## src/verilog/sm83_pkg.sv

```systemverilog
`default_nettype none

package sm83_pkg;

    localparam int ADDR_W = 16;
    localparam int DATA_W = 8;

    // Opcode patterns with ? bits as casez wildcards
    localparam logic [7:0] NOP      = 8'b00000000;
    localparam logic [7:0] LD_R_N   = 8'b00???110;
    localparam logic [7:0] INCDEC_R = 8'b00???10?;  // Bit 0 selects DEC
    localparam logic [7:0] LD_HL_R  = 8'b01110???;
    localparam logic [7:0] LD_R_HL  = 8'b01???110;
    localparam logic [7:0] LD_R_R   = 8'b01??????;
    localparam logic [7:0] ALU_A_R  = 8'b10??????;
    localparam logic [7:0] ALU_A_N  = 8'b11???110;
    localparam logic [7:0] JP_NN    = 8'b11000011;

    // 8-bit register or pseudo-register on the data bus
    typedef enum logic [3:0] {
        NONE = 4'h0,
        Z, W,                   // Temporaries for immediate operands
        B, C, D, E, H, L,
        A,
        MEM  = 4'hf             // External memory
    } reg8_t;

    typedef enum logic [1:0] {
        AB_PC,
        AB_HL,
        AB_WZ
    } ab_sel_t;

    typedef enum logic {
        WB_DB,
        WB_ALU
    } r_wb_t;

    // Same order as opcode bits 5:3
    typedef enum logic [2:0] {
        ALU_ADD, ALU_ADC, ALU_SUB, ALU_SBC,
        ALU_AND, ALU_XOR, ALU_OR, ALU_CP
    } alu_op_t;

    typedef enum logic {
        ACC_A,
        ACC_DB
    } acc_t;

    typedef enum logic {
        ARG_DB,
        ARG_ONE
    } arg_t;

    typedef struct packed {
        logic z;
        logic n;
        logic h;
        logic c;
    } flags_t;

    typedef logic [2:0] step_t;

endpackage

`default_nettype wire
```

## src/verilog/sm83_core.sv

```systemverilog
`timescale 1ns/10ps
`default_nettype none

module sm83_core import sm83_pkg::*; #(
    parameter logic [ADDR_W-1:0] RESET_PC = 16'h0000
) (
    input  logic              clk,
    input  logic              rst,
    output logic [ADDR_W-1:0] addr,
    input  logic [DATA_W-1:0] d_in,
    output logic [DATA_W-1:0] d_out,
    output logic              write
);

    // Control from the decoder
    logic    done;
    ab_sel_t ab_sel;
    reg8_t   s_db;
    reg8_t   t_db;
    r_wb_t   r_wb;
    alu_op_t alu_op;
    acc_t    acc_sel;
    arg_t    arg_sel;
    logic    inc_pc;
    logic    load_pc;

    logic [7:0]        ir;
    step_t             step;
    logic [ADDR_W-1:0] hl;
    logic [ADDR_W-1:0] wz;
    logic [DATA_W-1:0] acc;
    logic [DATA_W-1:0] arg;
    logic              c_flag;
    logic [DATA_W-1:0] alu_res;
    flags_t            alu_flags;

    sm83_sequencer seq_i (
        .clk(clk), .rst(rst), .done(done), .d_in(d_in), .ir(ir), .step(step)
    );

    sm83_decoder dec_i (
        .ir(ir), .step(step), .done(done), .ab_sel(ab_sel),
        .s_db(s_db), .t_db(t_db), .r_wb(r_wb), .alu_op(alu_op),
        .acc_sel(acc_sel), .arg_sel(arg_sel),
        .inc_pc(inc_pc), .load_pc(load_pc), .write(write)
    );

    sm83_addr_unit #(.RESET_PC(RESET_PC)) addr_i (
        .clk(clk), .rst(rst), .ab_sel(ab_sel), .hl(hl), .wz(wz),
        .inc_pc(inc_pc), .load_pc(load_pc), .addr(addr)
    );

    sm83_alu alu_i (
        .op(alu_op), .acc(acc), .arg(arg), .c_in(c_flag),
        .res(alu_res), .f_out(alu_flags)
    );

    sm83_regfile rf_i (
        .clk(clk), .rst(rst), .s_db(s_db), .t_db(t_db), .r_wb(r_wb),
        .acc_sel(acc_sel), .arg_sel(arg_sel), .d_in(d_in),
        .alu_res(alu_res), .alu_flags(alu_flags),
        .db(d_out),             // Store data is the internal bus
        .acc(acc), .arg(arg), .c_flag(c_flag), .hl(hl), .wz(wz)
    );

endmodule

`default_nettype wire

```

## src/verilog/sm83_regfile.sv

```systemverilog
`timescale 1ns/10ps
`default_nettype none

module sm83_regfile import sm83_pkg::*; (
    input  logic              clk,
    input  logic              rst,
    input  reg8_t             s_db,
    input  reg8_t             t_db,
    input  r_wb_t             r_wb,
    input  acc_t              acc_sel,
    input  arg_t              arg_sel,
    input  logic [DATA_W-1:0] d_in,
    input  logic [DATA_W-1:0] alu_res,
    input  flags_t            alu_flags,
    output logic [DATA_W-1:0] db,
    output logic [DATA_W-1:0] acc,
    output logic [DATA_W-1:0] arg,
    output logic              c_flag,
    output logic [ADDR_W-1:0] hl,
    output logic [ADDR_W-1:0] wz
);

    logic [DATA_W-1:0] rf [Z:A];    // Z, W, B, C, D, E, H, L, A
    logic [DATA_W-1:0] wb;
    flags_t            flags;

    // Internal data bus
    always_comb begin
        case (s_db)
            MEM:     db = d_in;
            NONE:    db = '0;
            default: db = rf[s_db];
        endcase
    end

    assign wb     = (r_wb == WB_ALU) ? alu_res : db;
    assign acc    = (acc_sel == ACC_A) ? rf[A] : db;
    assign arg    = (arg_sel == ARG_ONE) ? DATA_W'(1) : db;
    assign c_flag = flags.c;
    assign hl     = {rf[H], rf[L]};
    assign wz     = {rf[W], rf[Z]};

    always_ff @(posedge clk or negedge rst) begin
        if (!rst) begin
            for (int i = Z; i <= A; i++) begin
                rf[i] <= '0;
            end
            flags <= '0;
        end else begin
            if (t_db != NONE && t_db != MEM) begin
                rf[t_db] <= wb;
            end
            if (r_wb == WB_ALU) begin
                flags.z <= alu_flags.z;
                flags.n <= alu_flags.n;
                flags.h <= alu_flags.h;
                // INC and DEC leave carry alone
                flags.c <= (arg_sel == ARG_ONE) ? flags.c : alu_flags.c;
            end
        end
    end

endmodule

`default_nettype wire

```

## src/verilog/sm83_alu.sv

```systemverilog
`timescale 1ns/10ps
`default_nettype none

module sm83_alu import sm83_pkg::*; (
    input  alu_op_t           op,
    input  logic [DATA_W-1:0] acc,
    input  logic [DATA_W-1:0] arg,
    input  logic              c_in,
    output logic [DATA_W-1:0] res,
    output flags_t            f_out
);

    logic [DATA_W-1:0] addend;
    logic [DATA_W-1:0] sum;
    logic              is_sub;
    logic              cy0;     // Into bit 0
    logic              cy4;     // Out of the low nibble
    logic              cy8;     // Out of bit 7

    assign is_sub = (op == ALU_SUB) || (op == ALU_SBC) || (op == ALU_CP);
    assign addend = is_sub ? ~arg : arg;    // a - b = a + ~b + 1

    always_comb begin
        case (op)
            ALU_ADC:         cy0 = c_in;
            ALU_SBC:         cy0 = ~c_in;   // Borrow in becomes a missing +1
            ALU_SUB, ALU_CP: cy0 = 1'b1;
            default:         cy0 = 1'b0;
        endcase
    end

    // Nibble split adder so the half carry falls out directly
    assign {cy4, sum[3:0]} = {1'b0, acc[3:0]} + {1'b0, addend[3:0]} + {4'b0, cy0};
    assign {cy8, sum[DATA_W-1:4]} = {1'b0, acc[DATA_W-1:4]} + {1'b0, addend[DATA_W-1:4]}
                                  + {{(DATA_W-4){1'b0}}, cy4};

    always_comb begin
        res     = sum;
        f_out.n = is_sub;
        f_out.h = cy4 ^ is_sub;     // Borrow sense for subtracts
        f_out.c = cy8 ^ is_sub;
        case (op)
            ALU_AND: begin
                res     = acc & arg;
                f_out.h = 1'b1;
                f_out.c = 1'b0;
            end
            ALU_XOR: begin
                res     = acc ^ arg;
                f_out.h = 1'b0;
                f_out.c = 1'b0;
            end
            ALU_OR: begin
                res     = acc | arg;
                f_out.h = 1'b0;
                f_out.c = 1'b0;
            end
            default: ;
        endcase
        f_out.z = (res == '0);
    end

endmodule

`default_nettype wire

```

## src/verilog/sm83_addr_unit.sv

```systemverilog
`timescale 1ns/10ps
`default_nettype none

module sm83_addr_unit import sm83_pkg::*; #(
    parameter logic [ADDR_W-1:0] RESET_PC = '0
) (
    input  logic              clk,
    input  logic              rst,
    input  ab_sel_t           ab_sel,
    input  logic [ADDR_W-1:0] hl,
    input  logic [ADDR_W-1:0] wz,
    input  logic              inc_pc,
    input  logic              load_pc,
    output logic [ADDR_W-1:0] addr
);

    logic [ADDR_W-1:0] pc;

    always_comb begin
        case (ab_sel)
            AB_HL:   addr = hl;
            AB_WZ:   addr = wz;
            default: addr = pc;
        endcase
    end

    // Program counter
    always_ff @(posedge clk or negedge rst) begin
        if (!rst) begin
            pc <= RESET_PC;
        end else if (load_pc) begin
            pc <= wz;               // Jump target
        end else if (inc_pc) begin
            pc <= pc + 1'b1;
        end
    end

endmodule

`default_nettype wire

```

## src/verilog/sm83_decoder.sv

```systemverilog
`timescale 1ns/10ps
`default_nettype none

module sm83_decoder import sm83_pkg::*; (
    input  logic [7:0] ir,
    input  step_t      step,
    output logic       done,
    output ab_sel_t    ab_sel,
    output reg8_t      s_db,
    output reg8_t      t_db,
    output r_wb_t      r_wb,
    output alu_op_t    alu_op,
    output acc_t       acc_sel,
    output arg_t       arg_sel,
    output logic       inc_pc,
    output logic       load_pc,
    output logic       write
);

    // (HL) forms of the kept patterns that run as NOP
    localparam logic [7:0] HALT      = 8'h76;
    localparam logic [7:0] LD_HL_N   = 8'b00110110;
    localparam logic [7:0] INCDEC_HL = 8'b0011010?;
    localparam logic [7:0] ALU_A_HL  = 8'b10???110;

    reg8_t r_dst;
    reg8_t r_src;

    function automatic reg8_t r8_decode(input logic [2:0] field);
        case (field)
            3'd0:    return B;
            3'd1:    return C;
            3'd2:    return D;
            3'd3:    return E;
            3'd4:    return H;
            3'd5:    return L;
            3'd7:    return A;
            default: return NONE;   // (HL) is filtered out before use
        endcase
    endfunction

    assign r_dst = r8_decode(ir[5:3]);
    assign r_src = r8_decode(ir[2:0]);
    assign write = (t_db == MEM);

    always_comb begin
        done    = 1'b0;
        ab_sel  = AB_PC;
        s_db    = NONE;
        t_db    = NONE;
        r_wb    = WB_DB;
        alu_op  = alu_op_t'(ir[5:3]);
        acc_sel = ACC_A;
        arg_sel = ARG_DB;
        inc_pc  = 1'b0;
        load_pc = 1'b0;

        casez ({ir, step})
            {NOP, 3'd0}, {HALT, 3'd0}, {LD_HL_N, 3'd0}, {INCDEC_HL, 3'd0}, {ALU_A_HL, 3'd0}: begin
                done   = 1'b1;
                inc_pc = 1'b1;
            end
            {LD_R_N, 3'd0}, {ALU_A_N, 3'd0}, {JP_NN, 3'd0}: begin
                inc_pc = 1'b1;      // Immediate low byte into Z
                s_db   = MEM;
                t_db   = Z;
            end
            {LD_R_N, 3'd1}: begin
                done   = 1'b1;
                inc_pc = 1'b1;
                s_db   = Z;
                t_db   = r_dst;
            end
            {INCDEC_R, 3'd0}: begin
                done    = 1'b1;
                inc_pc  = 1'b1;
                s_db    = r_dst;
                t_db    = r_dst;
                r_wb    = WB_ALU;
                acc_sel = ACC_DB;
                arg_sel = ARG_ONE;
                alu_op  = ir[0] ? ALU_SUB : ALU_ADD;
            end
            {LD_HL_R, 3'd0}: begin
                ab_sel = AB_HL;
                s_db   = r_src;
                t_db   = MEM;
            end
            {LD_R_HL, 3'd0}: begin
                ab_sel = AB_HL;
                s_db   = MEM;
                t_db   = Z;
            end
            {LD_R_HL, 3'd1}: begin
                done   = 1'b1;
                inc_pc = 1'b1;
                s_db   = Z;
                t_db   = r_dst;
            end
            {LD_HL_R, 3'd1}: begin
                done   = 1'b1;
                inc_pc = 1'b1;
            end
            {LD_R_R, 3'd0}: begin
                done   = 1'b1;
                inc_pc = 1'b1;
                s_db   = r_src;
                t_db   = r_dst;
            end
            {ALU_A_R, 3'd0}, {ALU_A_N, 3'd1}: begin
                done   = 1'b1;
                inc_pc = 1'b1;
                s_db   = (ir[7:6] == 2'b11) ? Z : r_src;
                t_db   = (alu_op == ALU_CP) ? NONE : A;   // CP only updates flags
                r_wb   = WB_ALU;
            end
            {JP_NN, 3'd1}: begin
                inc_pc = 1'b1;
                s_db   = MEM;
                t_db   = W;
            end
            {JP_NN, 3'd2}: begin
                ab_sel  = AB_WZ;
                load_pc = 1'b1;
            end
            default: begin
                done   = 1'b1;      // Anything else behaves as NOP
                inc_pc = 1'b1;
            end
        endcase
    end

endmodule

`default_nettype wire

```

## src/verilog/sm83_sequencer.sv

```systemverilog
`timescale 1ns/10ps
`default_nettype none

module sm83_sequencer import sm83_pkg::*; (
    input  logic              clk,
    input  logic              rst,
    input  logic              done,
    input  logic [DATA_W-1:0] d_in,
    output logic [7:0]        ir,
    output step_t             step
);

    // The last step of every instruction doubles as the next opcode fetch
    always_ff @(posedge clk or negedge rst) begin
        if (!rst) begin
            ir   <= NOP;
            step <= '0;
        end else if (done) begin
            ir   <= d_in;       // Opcode arrives on the same cycle
            step <= '0;
        end else begin
            step <= step + 3'd1;
        end
    end

endmodule

`default_nettype wire

```

## config.mk

```make
export PLATFORM = sky130hd
export DESIGN_NAME = sm83_core
export DESIGN_NICKNAME = d
export VERILOG_FILES = /design/src/verilog/sm83_pkg.sv /design/src/verilog/sm83_core.sv /design/src/verilog/sm83_regfile.sv /design/src/verilog/sm83_alu.sv /design/src/verilog/sm83_addr_unit.sv /design/src/verilog/sm83_decoder.sv /design/src/verilog/sm83_sequencer.sv
export SDC_FILE = /design/constraint.sdc
export NUM_CORES = 1
export LEC_CHECK = 0
export BUFFER_PORTS_ARGS = -buffer_cell sky130_fd_sc_hd__buf_2
export CORE_MARGIN = 3
export CORE_UTILIZATION = 30
export CTS_BUF_LIST = sky130_fd_sc_hd__clkbuf_4
export DETAILED_ROUTE_END_ITERATION = 12
export PLACE_DENSITY = 0.51
export SYNTH_ARGS = -nofsm -noshare
export SYNTH_HDL_FRONTEND = slang
export SYNTH_HIERARCHICAL = 1
export SYNTH_SLANG_ARGS = --single-unit
```

## constraint.sdc

```tcl
create_clock -name clk -period 11.5 [get_ports clk]
set_input_delay 2.3 -clock clk [delete_from_list [all_inputs] [get_ports clk]]
set_output_delay 2.3 -clock clk [all_outputs]
set_load 0.01 [all_outputs]
```

# After elaboration in Yosys (flattened, before gate mapping)
# Cells that the tools add are included.
[totals]
register_bits = 100
in_bits = 10
output_inout_bits = 25
[classes]
n_addsub = 6
n_lt_le_gt_ge = 3
n_eq_ne = 42
mux = 55
bitwise_logic = 9
n_reduce_logical = 23
[ops]
columns = ["op", "n"]
rows = [
  ["$bwmux W72", 1],
  ["$mux W8", 7],
  ["$pmux W4 S7", 2],
  ["$pmux W4 S3", 3],
  ["$eq A11 B11 Y1 const B", 3],
  ["$bmux W8 S4", 1],
  ["$demux W8 S4", 1],
  ["$mux W16", 2],
  ["$pmux W16 S2", 1],
  ["$eq A3 B3 Y1 const B", 10],
  ["$eq A8 B7 Y1 const B", 3],
  ["$eq A8 B8 Y1 const B", 3],
  ["$pmux W8 S3", 1],
  ["$eq A3 B2 Y1 const B", 6],
  ["$add A16 B1 Y16 const B", 1],
  ["$eq A8 B6 Y1 const B", 2],
  ["$mux W4", 4],
  ["$pmux W4 S2", 2],
  ["$pmux W4 S4", 1],
  ["$pmux W8 S2", 1],
  ["$reduce_or A5 Y1", 3],
  ["$mux W1", 13],
  ["$pmux W1 S2", 6],
  ["$reduce_or A2 Y1", 6],
  ["other kinds (38)", 55],
]

# Depth between registers and ports, before layout
# Gate-level depths: netlist of run 1.
[depth]
depth_word = 21
ltp_mapped = 29

# Hierarchy
# Netlist of run 1, hierarchy kept.
[by_module_without_submodules]
columns = ["mod", "n_inst", "cells_per_inst", "area_per_inst_um2"]
rows = [
  ["sm83_regfile", 1, 430, 4017.6],
  ["sm83_addr_unit", 1, 154, 1221.2],
  ["sm83_alu", 1, 129, 1048.5],
  ["sm83_decoder", 1, 125, 797.0],
  ["sm83_sequencer", 1, 25, 440.4],
]

# Least setup slack after synthesis of run 1
# Ideal clock, no wire load.
[synth_path]
kind = "input-to-reg"
from = "input port d_in[0]"
to = "register rf_i.rf (netlist bit rf_i/hl[14])"
t_arrival_ps = 5616
t_required_ps = 11417
path_slack_ps = 5801
cell_stages = 20
path_cell_list = "inv_1 > o22ai_1 > or4_1 > inv_1 > xnor2_1 > fa_1 > inv_1 > fa_1 > nand2_1 > nand2_1 > a21o_1 > fa_1 > inv_1 > fa_1 > xor2_1 > a32o_2 > a21oi_1 > nand2b_1 > o41ai_4 > o21ai_0"
[synth_via]
elab_chain_cells = 10
word_cells_on_any_way = 11
classes_between = "add/sub (3); mux (7); bitwise (1)"
[synth_lines]
columns = ["element", "line_no", "text"]
rows = [
  ["start, declared", "sm83_core.sv:10", "input logic [DATA_W-1:0] d_in,"],
  ["$pmux W8 S2 *", "sm83_regfile.sv:29", "case (s_db)"],
  ["$mux W8 *", "sm83_regfile.sv:38", "assign arg = (arg_sel == ARG_ONE) ? DATA_W'(1) : db;"],
  ["via arg[0]", "sm83_core.sv:32", "logic [DATA_W-1:0] arg;"],
  ["$not A8 Y8", "sm83_alu.sv:21", "assign addend = is_sub ? ~arg : arg;"],
  ["$mux W8 *", "sm83_alu.sv:21", ""],
  ["$add A4 B4 Y5 *", "sm83_alu.sv:33", "assign {cy4, sum[3:0]} = {1'b0, acc[3:0]} + {1'b0, addend[3:0]} + {4'b0, cy0};"],
  ["$add A5 B1 Y5 *", "sm83_alu.sv:33", ""],
  ["$add A5 B1 Y5 *", "sm83_alu.sv:35", "+ {{(DATA_W-4){1'b0}}, cy4};"],
  ["$pmux W8 S3 *", "sm83_alu.sv:42", "case (op)"],
  ["via alu_res[6]", "sm83_core.sv:34", "logic [DATA_W-1:0] alu_res;"],
  ["$mux W8 *", "sm83_regfile.sv:36", "assign wb = (r_wb == WB_ALU) ? alu_res : db;"],
  ["$bwmux W72 *", "sm83_regfile.sv:51", "rf[t_db] <= wb;"],
  ["end signal, assigned by index", "sm83_regfile.sv:51", ""],
  ["end, declared", "sm83_regfile.sv:23", "logic [DATA_W-1:0] rf [Z:A];"],
]
# Mark *: on every way through the listed nets, which the timed path passes. The rest lies on a longest branch.
# A chain may end at the register's enable or synchronous reset.

# Worst setup path after layout of run 1
[layout_path]
from = "register seq_i.ir[3]"
to = "output port d_out[6]"
[layout_via]
elab_chain_cells = 10
word_cells_on_any_way = 28
classes_between = "eq/ne (13); mux (9); bitwise (1); reduce/logical (5)"
[layout_lines]
columns = ["element", "line_no", "text"]
rows = [
  ["start, declared", "sm83_sequencer.sv:9", "output logic [7:0] ir,"],
  ["start signal, assigned", "sm83_sequencer.sv:19", "ir <= d_in;"],
  ["$eq A11 B11 Y1", "sm83_decoder.sv:58", "casez ({ir, step})"],
  ["$pmux W4 S3", "sm83_decoder.sv:58", ""],
  ["$pmux W4 S2", "sm83_decoder.sv:58", ""],
  ["$pmux W4 S4", "sm83_decoder.sv:58", ""],
  ["$mux W4 *", "sm83_decoder.sv:58", ""],
  ["via s_db[3]", "sm83_core.sv:18", "reg8_t s_db;"],
  ["$not A4 Y5 (not written as such)", "sm83_regfile.sv:32", "default: db = rf[s_db];"],
  ["$bmux W8 S4", "sm83_regfile.sv:32", ""],
  ["$mux W8 (not written as such) (2 in series)", "sm83_regfile.sv:32", ""],
  ["$pmux W8 S2 *", "sm83_regfile.sv:29", ""],
  ["end, declared", "sm83_core.sv:11", "output logic [DATA_W-1:0] d_out,"],
]
# Mark *: on every way through the listed nets, which the timed path passes. The rest lies on a longest branch. The select of a mux whose other input is x is not followed.

==> run_results.csv, run 1 <==
group,metric,value,unit
floorplan,io_pins,35,
power_and_ir_drop,p_leak,3.40,nW
clock_network,insertion_delay,0.51,ns
clock_network,clk_pin_slew,0.19,ns
placement,placed_cell_area,7590,µm²
setup_path,critPathSlowestCell,"nor3_2",
setup_path,worstPathMaxFanout,14,
final_layout,design_area,7760,µm²
synthesis,syn_inst,853,
final_layout,stdcell_count,1152,
timing,rsz0062_at_grt,"false",
setup_path,critPathKind,"reg -> out",
routing,firstDrtPassIters,5,
routing,wire_per_inst,18.3,µm
timing,relSlewSlack,0.284,
setup_path,worstPathArrival,4.65,ns
clock_network,cts.path.max_buffers,2,
setup_path,crit_path_start,"seq_i/ir[3]",
setup_path,required,9.20,ns
routing,dr.first_iter.drc_count,488,
timing,fin_crit_sh,0.604,
clock_network,cts_hold_buf,0,
worst_hold_path,min_from,"rf_i/rf[49]",
floorplan,rows,57,
clock_network,cts_tree,"built",
synthesis,syn_avg_cell_area,8.74,µm²
grt,grt_pass1_wl,34.1,mm
synthesis,synth_nets,893,
grt,antenna_found_initial,1,
setup_path,path_cells,"or4_4, nor3_4, o21a_2, nor3_1, nor3_2, nand4_1, o22ai_1, nor2_1, nand2_1, buf_2",
clock_network,cts.htree.levels,3,
power_and_ir_drop,ir_drop,0.125,mV
timing,worstMarginPinSlew,1.07,ns
timing,finalSetupViolCount,0,
final_layout,finalNetCount,862,
routing,vias_per_cell,5.23,
floorplan,start_util,0.306,
synthesis,netlist_area,7450,µm²
timing,skew,0.0367,ns
power_and_ir_drop,powerDensity,308,nW/µm²
setup_path,path_delay_family,"simple AND/OR/NAND/NOR gates",
floorplan,core_area,24400,µm²
routing,via_count,6029,
floorplan,die_w,164,µm
clock_network,post_cts_buffers,0,
placement,port-buffer-count,34,
timing,setup_ws,4.55,ns
timing,period_minus_slack,6.95,ns
worst_hold_path,min_path_type,"reg -> reg",
grt,grt_pass1_vias,5811,
grt,grt_max_degree,82,
grt,grt_overflow,0,
clock_network,ctsResizeCount,0,
placement,gp_congestion,0.907,
routing,postRouteAntennaNets,0,
status,status,"complete, no violations",
final_layout,area_growth,4.06,%
setup_path,end_kind,"output pin",
floorplan,fp.dieH,164,µm
clock_network,cts.sinks,100,
setup_path,r2r_slack,4.59,ns
routing,drc_errors,0,
floorplan,die_area,26800,µm²
clock_network,cts_made_buffers,9,
timing,fin_setup_tns,0,ns
placement,pre_cts_ws,4.66,ns
placement,dpl.hpwl,15.8,mm
run,drv_cap,0,
timing,fmax,144,MHz
setup_path,worstSetupStartpointType,"register",
timing,finalMaxSlewViolations,0,
placement,dpl.cell_count,1135,
final_layout,drive_above_1_share,0.137,
grt,grt_usage,0.163,
setup_path,crit_buf_inv,1,
final_layout,n_fill_cell,2563,
synthesis,yosys_warnings,6,
clock_network,root_buffer,"clkbuf_4",
timing,finalHoldViolations,0,
setup_path,cpPeakStageDelay,0.85,ns
setup_path,r2r-start,"seq_i/ir[3]",
routing,finalWirelength,21.1,mm
power_and_ir_drop,power,0.00239,W
layout by cell type, fill, tap and decap left out, types with 5 or more instances in the layout:
master       n
xor2_1       9
nor2b_1     12
o21ai_1     21
o2bb2ai_1    6
clkbuf_4     9
nand4_1      5
buf_4        7
o41ai_4      8
and3_1       7
o21ai_0     87
buf_2       33
a21oi_1     27
nand2_1    137
ha_1        26
a31oi_1     14
nor3_1      11
nor2_1      45
mux2_2       5
nand3_1      9
inv_1       36
mux2_4       7
nand2b_1    13
mux2i_1     40
o22ai_1     21
dfrtp_1    100
xnor2_1     19
a22oi_1     17
power by group:
group / total (W) / leakage, nW / switching (W) / internal [W]
clock network: 0.000206 / 0.0826 / 0.000152 / 0.0000547
registers: 0.000665 / 1.20 / 0.000167 / 0.000498
logic: 0.00152 / 2.13 / 0.000899 / 0.000623
per-layer routing:
layer  part of all wire  track usage  vias to the layer above
met2               0.46        0.257                      143
met5                  0            0                        -
met3              0.047       0.0264                       20
li1                   -            -                     2935
met1               0.48        0.235                     2931
met4              0.012       0.0350                        0
through the flow:
stage | util | hold slack (ns)
final | 0.318 | 0.508
after global routing | 0.318 | 0.524
after CTS | 0.318 | 0.507
after detailed placement | 0.311 | 0.469
after global placement | 0.311 | 0.461
after floorplan | - | 0.449
path summary, 6_finish.rpt:
check | cells past startpoint | to
worst max-delay path | 10 | d_out[6]
worst min-delay path | 2 | rf_i/rf[49]
worst max register to register | 25 | rf_i/rf[30]
worst min register to register | 2 | rf_i/rf[49]
max in group asynchronous | 2 | rf_i/rf[2]
min in group asynchronous | 1 | addr_i/pc[10]
worst min-delay path: cells and delay by family, from the launching register on:
| family | cells | cell delay, ns |
|---|---|---|
| DFF | 1 | 0.39 |
| AOI/OAI and AO/OA | 1 | 0.06 |
| and+or+nand+nor | 1 | 0.04 |
registers in the layout, summed over array words and instances, names as in the netlist:
signal       cells
rf_i/wz         16
seq_i/ir         8
rf_i/rf         40
rf_i/c_flag      1
rf_i/hl         16
addr_i/pc       16
seq_i/step       3
cell type report:
class	count	area, µm²	share of cell area
Timing Repair Buffer	40	218	0.0281
Tap cell	324	405	0.0523
Sequential cell	100	2500	0.323
Multi-Input combinational cell	635	4330	0.559
Antenna cell	1	2.50	0.000323
Inverter	36	135	0.0174
Clock buffer	9	67.6	0.00871
Clock inverter	7	91.3	0.0118
No activity file was read; power rests on OpenSTA's default activity.
==> inputs of run 2 (changes only) <==
- clock period: 11.5 -> 6.39 ns (I/O delays scaled with it)
==> run 2 against run 1 <==
Compared with the run above: worst hold slack got worse by 0.0047 ns; clock skew rose by 0.0043 ns; sequential share of layout area fell by 1.3 points; combinational power rose by 89%; sequential cell count did not move; first-iteration DRC count rose by 0.82%; clock-buffer cell count did not move; die area did not move; critical path depth rose by 17; largest power group unchanged.
==> run_results.csv, run 2 (synthesized netlist as in run 1, its figures left out) <==
group,metric,value,unit
placement,dpl.hpwl,16.3,mm
placement,gp_congestion,0.899,
final_layout,design_area,8100,µm²
routing,dr.first_iter.drc_count,492,
final_layout,drive_above_1_share,0.185,
run,drv_cap,0,
routing,wire_per_inst,18.4,µm
routing,finalWirelength,21.9,mm
timing,relSlewSlack,0.396,
timing,finalHoldViolations,0,
setup_path,crit_path_frequent_cell,"fa_1",
setup_path,worstSetupStartpointType,"register",
timing,fin_crit_sh,0.940,
grt,grt_pass1_vias,5638,
clock_network,cts_tree,"built",
clock_network,cts.path.max_buffers,2,
timing,finalSetupViolCount,0,
setup_path,path_delay_family,"simple AND/OR/NAND/NOR gates",
timing,finalMaxSlewViolations,0,
placement,port-buffer-count,34,
final_layout,top_register,"rf_i/rf",
timing,period_minus_slack,6.00,ns
timing,rsz0062_at_grt,"false",
power_and_ir_drop,powerDensity,547,nW/µm²
routing,via_count,6098,
clock_network,clk_pin_slew,0.17,ns
power_and_ir_drop,ir_drop,0.185,mV
timing,worstMarginPinSlew,0.897,ns
floorplan,rows,57,
worst_hold_path,min_path_type,"reg -> reg",
worst_hold_path,min_from,"rf_i/rf[45]",
timing,fin_setup_tns,0,ns
routing,firstDrtPassIters,8,
routing,postRouteAntennaNets,0,
floorplan,die_area,26800,µm²
setup_path,required,6.80,ns
grt,grt_pass1_wl,33.7,mm
final_layout,finalNetCount,898,
routing,drc_errors,0,
setup_path,cpPeakStageDelay,0.58,ns
timing,fmax,167,MHz
grt,antenna_found_initial,2,
floorplan,fp.dieH,164,µm
power_and_ir_drop,intPower,0.00222,W
setup_path,crit_buf_inv,5,
floorplan,core_area,24400,µm²
power_and_ir_drop,p_sw_frac,0.500,
power_and_ir_drop,p_leak,3.59,nW
power_and_ir_drop,netSwitchingPower,0.00222,W
clock_network,insertion_delay,0.51,ns
final_layout,area_growth,8.70,%
clock_network,cts.sinks,100,
power_and_ir_drop,pwr-share-seq,0.268,
setup_path,critPathKind,"reg -> reg",
setup_path,end_kind,"register",
status,status,"complete, no violations",
power_and_ir_drop,pwr-share-clk,0.082,
setup_path,worstPathMaxFanout,13,
setup_path,worstPathArrival,6.41,ns
final_layout,layout_commonest_cell,"nand2_1",
clock_network,cts_made_buffers,9,
grt,grt_max_degree,55,
placement,placed_cell_area,7750,µm²
timing,skew,0.0410,ns
floorplan,start_util,0.306,
floorplan,die_w,164,µm
clock_network,root_buffer,"clkbuf_4",
clock_network,cts.htree.levels,3,
grt,grt_usage,0.163,
power_and_ir_drop,combPwrFrac,0.650,
setup_path,crit_path_start,"seq_i/ir[2]",
floorplan,io_pins,35,
setup_path,r2r-start,"seq_i/ir[2]",
setup_path,critPathSlowestCell,"or4_4",
grt,grt_overflow,0,
final_layout,largest_reg_flops,40,
routing,vias_per_cell,5.13,
final_layout,final_cell_mix,"137 x nand2_1, 96 x dfrtp_1, 87 x o21ai_0, 45 x nor2_1, 40 x buf_4",
==> run 2: changes by cell type in the layout (fill, tap and decap cells not counted), sizes merged <==
cell	change
clkinv	+1
buf	+34
clkbuf	+2
inv	-1
==> run 2: worst paths after layout <==
check	slack (ns)	to	depth (start not counted)
setup / recovery	0.39	rf_i/rf[54]	27
hold / removal	0.50	rf_i/rf[45]	2
setup reg to reg	0.39	rf_i/rf[54]	27
hold reg to reg	0.50	rf_i/rf[45]	2
max in group asynchronous	4.47	rf_i/hl[6]	2
min in group asynchronous	0.76	addr_i/pc[14]	1
==> run 2: per-stage QoR <==
stage	util	power, W	cells	setup WS, ns	hold slack, ns
finish	0.332	0.00443	1188	0.386	0.503
floorplan	-	0.00331	853	0.770	0.449
CTS	0.324	0.00439	1170	0.223	0.509
global placement	0.318	0.00398	1154	0.298	0.460
detailed placement	0.318	0.00402	1154	0.260	0.471
global route	0.332	0.00483	1188	0.00377	0.535
==> run 2: tightest hold or removal path: cells and delay by family (launching register included) <==
| kind | cells | cell delay (ns) |
|---|---|---|
| compound gates | 1 | 0.06 |
| flops | 1 | 0.38 |
| simple gates | 1 | 0.05 |
==> run 2: what timing repair did <==
item	4_1_cts	5_1_grt
gates resized for setup	0	12
endpoints found under the setup margin	0	28
setup buffers	0	16
hold buffers	0	0
==> run 2: area by class of cell <==
cell class	instances	area, µm²
tap	324	405
clock inverter	7	91.3
fill	2605	16300
multi-input combinational	635	4380
antenna	1	2.50
clock buffer	9	67.6
inverter	36	135
sequential	100	2510
timing repair buffer	76	515
==> run 2: power by group through the flow <==
stage | Sequential, W | Combinational (W) | Clock, W
global placement | 0.00120 | 0.00278 | 0
CTS | 0.00118 | 0.00283 | 0.000377
detailed placement | 0.00120 | 0.00282 | 0
finish | 0.00119 | 0.00288 | 0.000365
floorplan | 0.00106 | 0.00225 | 0
global route | 0.00122 | 0.00321 | 0.000400
==> run 2: layer usage <==
layer,vias up,track usage,share of wire
li1,2994,-,-
met1,2924,0.229,0.47
met2,157,0.255,0.46
met3,21,0.0287,0.048
met4,2,0.0531,0.020
met5,-,0,0.00059
